### src/hazardPkg.sv
package hazardPkg;

	localparam int REG_W = 5;
	localparam int PC_W = 32;

	// Register index zero never forwards
	localparam logic [REG_W-1:0] REG_ZERO = '0;

	typedef enum logic [4:0] {
		ALU_OTHER = 5'b00000,
		ALU_MUL = 5'b01000, // Waits on the multiplier
		ALU_MOVC = 5'b01011 // movn/movz read rt in ID
	} aluOp_t;

	typedef enum logic [1:0] {
		FWD_NONE = 2'b00,
		FWD_MEM1 = 2'b01,
		FWD_MEM2 = 2'b10,
		FWD_WB = 2'b11
	} fwdSel_t;

	typedef struct packed {
		logic [REG_W-1:0] rs;
		logic [REG_W-1:0] rt;
		logic [REG_W-1:0] rd; // Destination after the rd/rt choice
		logic regWrite;
		logic memRead;
		logic cp0Read;
		logic branch;
		aluOp_t aluOp;
		logic [PC_W-1:0] pc;
	} idInfo_t;

	typedef struct packed {
		logic valid;
		logic [REG_W-1:0] rs;
		logic [REG_W-1:0] rd;
		logic [REG_W-1:0] rt;
		logic regWrite;
		logic memRead;
		logic cp0Read;
		logic [PC_W-1:0] pc;
	} stageInfo_t;

	typedef struct packed {
		stageInfo_t ex;
		stageInfo_t mem1;
		stageInfo_t mem2;
		stageInfo_t wb;
	} pipeState_t;

	typedef struct packed {
		logic iDataOk;
		logic dDataOk;
		logic dAddrOk;
	} cacheStat_t;

	typedef struct packed {
		logic fetchEn;
		logic pcWr;
		logic ifIdWr;
		logic idExWr;
		logic exMem1Wr;
		logic mem1Mem2Wr;
		logic mem2WbWr;
		logic pcSel; // Redirect to exception vector
	} pipeWr_t;

	typedef struct packed {
		fwdSel_t exRs;
		fwdSel_t exRt;
		fwdSel_t idRs;
		fwdSel_t idRt;
	} fwdSels_t;

endpackage

### src/bypassSel.sv
`timescale 1ns/1ps

module bypassSel import hazardPkg::*; (
	input idInfo_t id,
	input pipeState_t pipe,
	output fwdSels_t fwd
);

	logic idRsUse;
	logic idRtUse;

	// Stage writes register r and r is not $0
	function automatic logic hits(input stageInfo_t s, input logic [REG_W-1:0] r);
		return s.valid && s.regWrite && (s.rd != REG_ZERO) && (s.rd == r);
	endfunction

	// EX operands, youngest producer first
	function automatic fwdSel_t exSel(input logic [REG_W-1:0] r, input pipeState_t p);
		fwdSel_t sel;
		if (hits(p.mem1, r)) begin
			sel = FWD_MEM1;
		end else if (hits(p.mem2, r)) begin
			sel = FWD_MEM2;
		end else if (hits(p.wb, r)) begin
			sel = FWD_WB;
		end else begin
			sel = FWD_NONE;
		end
		return sel;
	endfunction

	// ID operands only reach back to MEM1 and MEM2
	function automatic fwdSel_t idSel(
		input logic en,
		input logic [REG_W-1:0] r,
		input pipeState_t p
	);
		fwdSel_t sel;
		if (en && hits(p.mem1, r)) begin
			sel = FWD_MEM1;
		end else if (en && hits(p.mem2, r)) begin
			sel = FWD_MEM2;
		end else begin
			sel = FWD_NONE;
		end
		return sel;
	endfunction

	assign idRsUse = id.branch;
	assign idRtUse = id.branch || (id.aluOp == ALU_MOVC); // movn/movz test rt early

	always_comb begin
		fwd.exRs = exSel(pipe.ex.rs, pipe);
		fwd.exRt = exSel(pipe.ex.rt, pipe);
		fwd.idRs = idSel(idRsUse, id.rs, pipe);
		fwd.idRt = idSel(idRtUse, id.rt, pipe);
	end

endmodule

### src/hazardTop.sv
`timescale 1ns/1ps

module hazardTop import hazardPkg::*; (
	input logic clk,
	input logic rst_sign,
	input idInfo_t id,
	input cacheStat_t cache,
	input logic mulBusy,
	input logic flush, // Exception or eret from MEM1
	output fwdSels_t fwd,
	output pipeWr_t wr,
	output logic dcacheStall,
	output logic isStall
);

	pipeState_t pipe;

	// Destination shadow of EX through WB
	stageTrack uTrack (
		.clk(clk),
		.rst_sign(rst_sign),
		.id(id),
		.wr(wr),
		.pipe(pipe)
	);

	bypassSel uBypass (
		.id(id),
		.pipe(pipe),
		.fwd(fwd)
	);

	stallCtrl uStall (
		.rst_sign(rst_sign),
		.id(id),
		.pipe(pipe),
		.cache(cache),
		.mulBusy(mulBusy),
		.flush(flush),
		.wr(wr),
		.dcacheStall(dcacheStall),
		.isStall(isStall)
	);

endmodule

### src/stageTrack.sv
`timescale 1ns/1ps

module stageTrack import hazardPkg::*; (
	input logic clk,
	input logic rst_sign,
	input idInfo_t id,
	input pipeWr_t wr,
	output pipeState_t pipe
);

	stageInfo_t exReg;
	stageInfo_t mem1Reg;
	stageInfo_t mem2Reg;
	stageInfo_t wbReg;
	stageInfo_t idStage;
	stageInfo_t bubble;

	// Descriptor of the instruction leaving ID
	always_comb begin
		idStage.valid = 1'b1;
		idStage.rs = id.rs;
		idStage.rd = id.rd;
		idStage.rt = id.rt;
		idStage.regWrite = id.regWrite;
		idStage.memRead = id.memRead;
		idStage.cp0Read = id.cp0Read;
		idStage.pc = id.pc;
	end

	// Empty slot, nothing written and nothing loaded
	always_comb begin
		bubble = '0;
		bubble.pc = id.pc;
	end

	// EX takes a bubble when ID holds back, cleared on a flush
	always_ff @(posedge clk) begin
		if (rst_sign) begin
			exReg <= '0;
		end else if (wr.pcSel) begin
			exReg <= bubble;
		end else if (wr.idExWr) begin
			exReg <= wr.ifIdWr ? idStage : bubble;
		end
	end

	always_ff @(posedge clk) begin
		if (rst_sign) begin
			mem1Reg <= '0;
		end else if (wr.pcSel) begin
			mem1Reg <= bubble; // Faulting instruction dropped
		end else if (wr.exMem1Wr) begin
			mem1Reg <= exReg;
		end
	end

	// Older stages keep draining under their own enables
	always_ff @(posedge clk) begin
		if (rst_sign) begin
			mem2Reg <= '0;
		end else if (wr.mem1Mem2Wr) begin
			mem2Reg <= mem1Reg;
		end
	end

	always_ff @(posedge clk) begin
		if (rst_sign) begin
			wbReg <= '0;
		end else if (wr.mem2WbWr) begin
			wbReg <= mem2Reg;
		end
	end

	always_comb begin
		pipe.ex = exReg;
		pipe.mem1 = mem1Reg;
		pipe.mem2 = mem2Reg;
		pipe.wb = wbReg;
	end

endmodule

### src/stallCtrl.sv
`timescale 1ns/1ps

module stallCtrl import hazardPkg::*; (
	input logic rst_sign,
	input idInfo_t id,
	input pipeState_t pipe,
	input cacheStat_t cache,
	input logic mulBusy,
	input logic flush,
	output pipeWr_t wr,
	output logic dcacheStall,
	output logic isStall
);

	logic mem1Load;
	logic dataOk;
	logic earlyRead;
	logic mulStall;
	logic exLoadUse;
	logic mem1LoadUse;
	logic mem2LoadUse;
	logic exEarlyUse;
	logic dataStall;

	// Data cache request sits in MEM1
	assign mem1Load = pipe.mem1.valid && pipe.mem1.memRead;
	assign dataOk = cache.dDataOk || !mem1Load;

	assign dcacheStall = !cache.iDataOk
		|| (mem1Load && !cache.dDataOk)
		|| (mem1Load && !cache.dAddrOk);

	assign earlyRead = id.branch || (id.aluOp == ALU_MOVC);
	assign mulStall = (id.aluOp == ALU_MUL) && mulBusy;

	// Load or mfc0 results not ready for ID
	assign exLoadUse = pipe.ex.valid
		&& (pipe.ex.memRead || pipe.ex.cp0Read)
		&& ((pipe.ex.rt == id.rs) || (pipe.ex.rt == id.rt));
	assign mem1LoadUse = pipe.mem1.valid
		&& (pipe.mem1.memRead || pipe.mem1.cp0Read)
		&& ((pipe.mem1.rt == id.rs) || (pipe.mem1.rt == id.rt));
	assign mem2LoadUse = earlyRead && pipe.mem2.valid
		&& (pipe.mem2.memRead || pipe.mem2.cp0Read)
		&& ((pipe.mem2.rt == id.rs) || (pipe.mem2.rt == id.rt));
	// Branch compare cannot take an EX result
	assign exEarlyUse = earlyRead && pipe.ex.valid && pipe.ex.regWrite
		&& ((pipe.ex.rd == id.rs) || (pipe.ex.rd == id.rt));

	assign dataStall = exLoadUse || mem1LoadUse || mem2LoadUse || exEarlyUse;

	always_comb begin
		if (rst_sign) begin
			wr = '{fetchEn: 1'b0, pcWr: 1'b0, ifIdWr: 1'b0,
				idExWr: 1'b1, exMem1Wr: 1'b1, mem1Mem2Wr: 1'b1, mem2WbWr: 1'b1,
				pcSel: 1'b1};
		end else if (flush) begin
			// Exception or eret wins over any pending stall
			wr = '{fetchEn: 1'b1, pcWr: 1'b1, ifIdWr: 1'b1,
				idExWr: 1'b1, exMem1Wr: 1'b1, mem1Mem2Wr: dataOk, mem2WbWr: dataOk,
				pcSel: 1'b1};
		end else if (dcacheStall) begin
			wr = '{fetchEn: 1'b0, pcWr: 1'b0, ifIdWr: 1'b0,
				idExWr: 1'b0, exMem1Wr: 1'b0, mem1Mem2Wr: 1'b0, mem2WbWr: 1'b0,
				pcSel: 1'b0};
		end else if (mulStall) begin
			wr = '{fetchEn: 1'b0, pcWr: 1'b0, ifIdWr: 1'b0,
				idExWr: 1'b0, exMem1Wr: 1'b0, mem1Mem2Wr: 1'b0, mem2WbWr: 1'b0,
				pcSel: 1'b0};
		end else if (dataStall) begin
			// Hold IF/ID, bubble goes into EX
			wr = '{fetchEn: 1'b0, pcWr: 1'b0, ifIdWr: 1'b0,
				idExWr: 1'b1, exMem1Wr: 1'b1, mem1Mem2Wr: 1'b1, mem2WbWr: 1'b1,
				pcSel: 1'b0};
		end else begin
			wr = '{fetchEn: 1'b1, pcWr: 1'b1, ifIdWr: 1'b1,
				idExWr: 1'b1, exMem1Wr: 1'b1, mem1Mem2Wr: 1'b1, mem2WbWr: 1'b1,
				pcSel: 1'b0};
		end
	end

	assign isStall = !wr.pcWr;

endmodule
### config.mk
export PLATFORM = sky130hd
export DESIGN_NAME = hazardTop
export DESIGN_NICKNAME = d
export VERILOG_FILES = /design/src/hazardPkg.sv /design/src/bypassSel.sv /design/src/hazardTop.sv /design/src/stageTrack.sv /design/src/stallCtrl.sv
export SDC_FILE = /design/constraint.sdc
export NUM_CORES = 1
export LEC_CHECK = 0
export BUFFER_PORTS_ARGS = -buffer_cell sky130_fd_sc_hd__buf_2
export CAP_MARGIN = 10
export CORE_ASPECT_RATIO = 0.9
export CORE_MARGIN = 2
export CORE_UTILIZATION = 40
export DETAILED_ROUTE_END_ITERATION = 12
export PLACE_DENSITY = 0.56
export SLEW_MARGIN = 20
export SYNTH_ARGS = -nofsm -noshare
export SYNTH_HDL_FRONTEND = slang
export SYNTH_HIERARCHICAL = 1
export SYNTH_SLANG_ARGS = --single-unit
### constraint.sdc
create_clock -name clk -period 3.5 [get_ports clk]
set_input_delay 0.525 -clock clk [delete_from_list [all_inputs] [get_ports clk]]
set_output_delay 0.525 -clock clk [all_outputs]
set_load 0.03 [all_outputs]
Yosys cells after proc, flatten, opt, wreduce, memory -nomap -nowiden
Index checks and enable logic that the tools add are counted.
{ "classes": {"n_reduce_logical": 57, "eq_ne": 20, "muxes": 16} }
{ "ops": {"columns": ["operator", "n"], "rows": [
  ["== test 5 bit", 18],
  ["2-to-1 mux 51 bit", 1],
  ["2-to-1 mux 8 bit", 5],
  ["logical AND 1 bit", 34],
  ["2-to-1 mux 2 bit", 10],
  ["nonzero test 5 bit", 3],
  ["logical OR 1 bit", 14],
  ["== test 5 x 4 -> 1 bit (second input constant)", 2],
  ["zero test 1 bit", 5],
  ["OR reduction 2 bit", 1]
]} }
{ "word_totals": {"input_bits": 63, "out_inout_bits": 18, "reg_bits": 54, "word_cells": 115} }

Depth between registers and ports, before layout
{ "logic_depth": {"depth_word": 13, "mapped_depth": 10, "depth_no_buf": 7} }

Cells and area by module
The synthesis kept the hierarchy.
{ "modules_own_cells": {"columns": ["module", "instances", "seq_area_each_um2", "cells_per_inst", "area_per_inst_um2"], "rows": [
  ["stageTrack", 1, 4083.9, 763, 7928.9],
  ["bypassSel", 1, 0.0, 102, 780.7],
  ["stallCtrl", 1, 0.0, 83, 626.9]
]} }

Least setup slack after synthesis
No wires, ideal clock.
{ "synth_path": {"kind": "input port to flip-flop", "start": "input port cache[0] (netlist bit)", "end": "register uTrack.exReg (netlist bit uTrack/pipe[188])", "t_arrival_ns": 3.305, "stages": 9, "slack_ns": 0.124, "cell_sequence": "and2_1 > o21ai_1 > a31o_4 > a311o_1 > o32ai_1 > buf_2 > clkbuf_1 > nand3_1 > a21oi_1"} }
{ "synth_rtl": {"columns": ["element", "line_no", "text"], "rows": [
  ["start, declared", "hazardTop.sv:7", "input cacheStat_t cache,"],
  ["end signal, assigned", "stageTrack.sv:41", "exReg <= bubble;"],
  ["end signal, assigned", "stageTrack.sv:43", "exReg <= wr.ifIdWr ? idStage : bubble;"],
  ["end, declared", "stageTrack.sv:11", "stageInfo_t exReg;"]
]} }

==> results.py <==
metrics = {
    "run_status": {
        "outcome": "complete, no violations",
    },
    "timing": {
        "final-max-slew-violation-count": 0,
        "fin_skew_ps": 3.86,
        "rsz0062_at_grt": "false",
        "fin_crit_ps": 2660,
        "setup_viol": 0,
        "timing.setup.tns_ps": 0,
        "worst_slew_margin_rel_pct": 61.7,
        "worst-slew-pin-transition_ps": 574,
        "finalHoldViolCount": 0,
        "final.period_utilization_pct": 76.0,
        "f_max_mhz": 376,
    },
    "worst_setup_path": {
        "peak_fanout_along_the_critical_path": 7,
        "rr_startpoint": "uTrack/pipe[152]$_SDFFE_PP0P_",
        "crit_path_top_delay_cell": "sky130_fd_sc_hd__dfxtp_1",
        "required_ps": 2970,
        "timing.critical_path.from": "uTrack/pipe[93]$_SDFFE_PP0P_",
        "critical_path.endpoint_type": "output port",
        "max_stage_delay_ps": 560,
        "startpoint_type_of_the_worst_setup_path": "register",
        "critPathKind": "reg2out",
        "worst-endpoint-arrival_ps": 2130,
        "rrSetupSlack_ps": 1300,
        "timing.critical_path.cells": "or4_4 -> o211ai_4 -> or4_1 -> a31o_2 -> buf_2",
    },
    "floorplan": {
        "boundaryPins": 81,
        "die_area_um2": 9460,
        "core_area_um2": 8530,
        "die_h_um": 92.5,
        "die_w_um": 102,
        "num_rows": 32,
        "start_util_pct": 40.8,
    },
    "routing": {
        "avgRoutedWirePerCell_um": 16.3,
        "detailedRoute.firstIterationViolations": 170,
        "routed_via_density": 5.14,
        "met1_length_um": 4360,
        "routed.top_layer": "met4",
        "routed_wl_um": 8660,
        "remaining_drcs": 0,
        "number_of_nets_with_antenna_violations_after_routing": 0,
        "met2_length_um": 3740,
        "drtPass1Iterations": 4,
        "detailroute.via_count": 2727,
        "met3_length_um": 445,
    },
    "cells_and_area": {
        "fillCellCount": 884,
        "area_of_all_sequential_standard_cells_um2": 1080,
        "drive_gt1_share_pct": 17.7,
        "final_net_count": 474,
        "multi_input_area_um2": 2120,
        "antennaDiodeCount": 0,
        "layout.cells.most_common": "sky130_fd_sc_hd__xor2_1",
        "areaGrowthSynthToFinish_pct": 7.48,
        "final_cell_mix": "sky130_fd_sc_hd__xor2_1, sky130_fd_sc_hd__dfxtp_1, sky130_fd_sc_hd__buf_2, sky130_fd_sc_hd__nor2_1, sky130_fd_sc_hd__mux2i_1",
        "max_ffs_per_register": 54,
        "stdcell_area_um2": 3740,
    },
    "clock_network": {
        "cts_root_buffer": "sky130_fd_sc_hd__clkbuf_8",
        "clk_transition_reported_paths_ps": 100,
        "cts_hold_buffers": 0,
        "post_cts.repair.setup_buffers": 0,
        "cts_tree": "yes",
        "cts.sink_count": 54,
        "cts_made_buffers": 5,
        "clock_path_buffers": 2,
        "post_cts_resize_count": 0,
        "cts_max_level": 2,
        "clk-insertion-delay-late_ps": 310,
    },
    "global_route": {
        "grt_start_max_net_pins": 35,
        "via_count_of_the_first_global_routing_pass": 2634,
        "number_of_antenna_violations_at_the_first_check_in_global_routing": 0,
        "grt_pass1_wl_um": 14000,
        "grt_use_total_pct": 19.4,
        "grt.overflow.total": 0,
    },
    "place": {
        "port_buffers": 48,
        "placed_cell_area_um2": 3630,
        "hpwlAfterDp_um": 6060,
        "globalplace.congestion": 0.794,
    },
    "logic_synthesis": {
        "yosys_warnings": 6,
        "netlist_instances": 397,
        "synth_area_per_cell_um2": 8.76,
        "synthesis.area_um2": 3480,
        "net_count_of_the_mapped_netlist": 460,
    },
    "power_and_ir_drop": {
        "leakage_power_total_nw": 1.73,
        "vdd.ir_drop.worst_v": 0.000184,
        "pwr_density_cell_nw_per_um2": 326,
        "total_power_mw": 1.22,
    },
    "min_path": {
        "min_from": "id[39]",
        "min-delay-path-class": "in2reg",
    },
    "job": {
        "drv_cap": 0,
    },
}
[power breakdown]
part           switching [mW]  internal [mW]  leakage, nW  total (mW)
logic                   0.102         0.0664         1.25       0.169
clock network           0.210          0.214       0.0514       0.424
registers             0.00834          0.618        0.435       0.627
total                   0.320          0.899         1.73        1.22
[area by class of cell]
class	count	area share (%)
Clock buffer	6	1.94
Clock inverter	2	1.00
Inverter	3	0.301
Multi-Input combinational cell	295	56.6
Sequential cell	54	28.9
Tap cell	119	3.98
Timing Repair Buffer	52	7.23
[worst max-delay path: cells and delay by family (launching register included)]
| family | cells | cell delay (ps) |
|---|---|---|
| and+or+nand+nor | 2 | 780 |
| AOI/OAI and AO/OA | 2 | 310 |
| DFF | 1 | 560 |
| buffers and inverters | 1 | 170 |
[metal layers]
layer | track usage (%) | up-vias
met1 | 29.1 | 1294
met4 | 5.11 | 0
met5 | 0 | -
met3 | 3.17 | 9
met2 | 28.7 | 73
li1 | - | 1351
[final timing paths]
| kind | endpoint | depth (start not counted) |
|---|---|---|
| worst min register to register | uTrack/pipe[34]$_SDFFE_PP0P_ | 2 |
| worst max register to register | uTrack/pipe[185]$_SDFFE_PP0P_ | 8 |
| worst max-delay path | fwd[6] | 5 |
| worst min-delay path | uTrack/pipe[186]$_SDFFE_PP0P_ | 3 |
[per-stage QoR]
stage | instances | hold slack [ps] | utilization, % | setup WS (ps)
after floorplan | 397 | 454 | - | 124
after global placement | 523 | 472 | 42.5 | 925
after detailed placement | 523 | 487 | 42.5 | 890
after CTS | 531 | 461 | 43.8 | 828
after global routing | 531 | 475 | 43.8 | 701
final | 531 | 472 | 43.8 | 841
(Power assumes the default switching activity.)
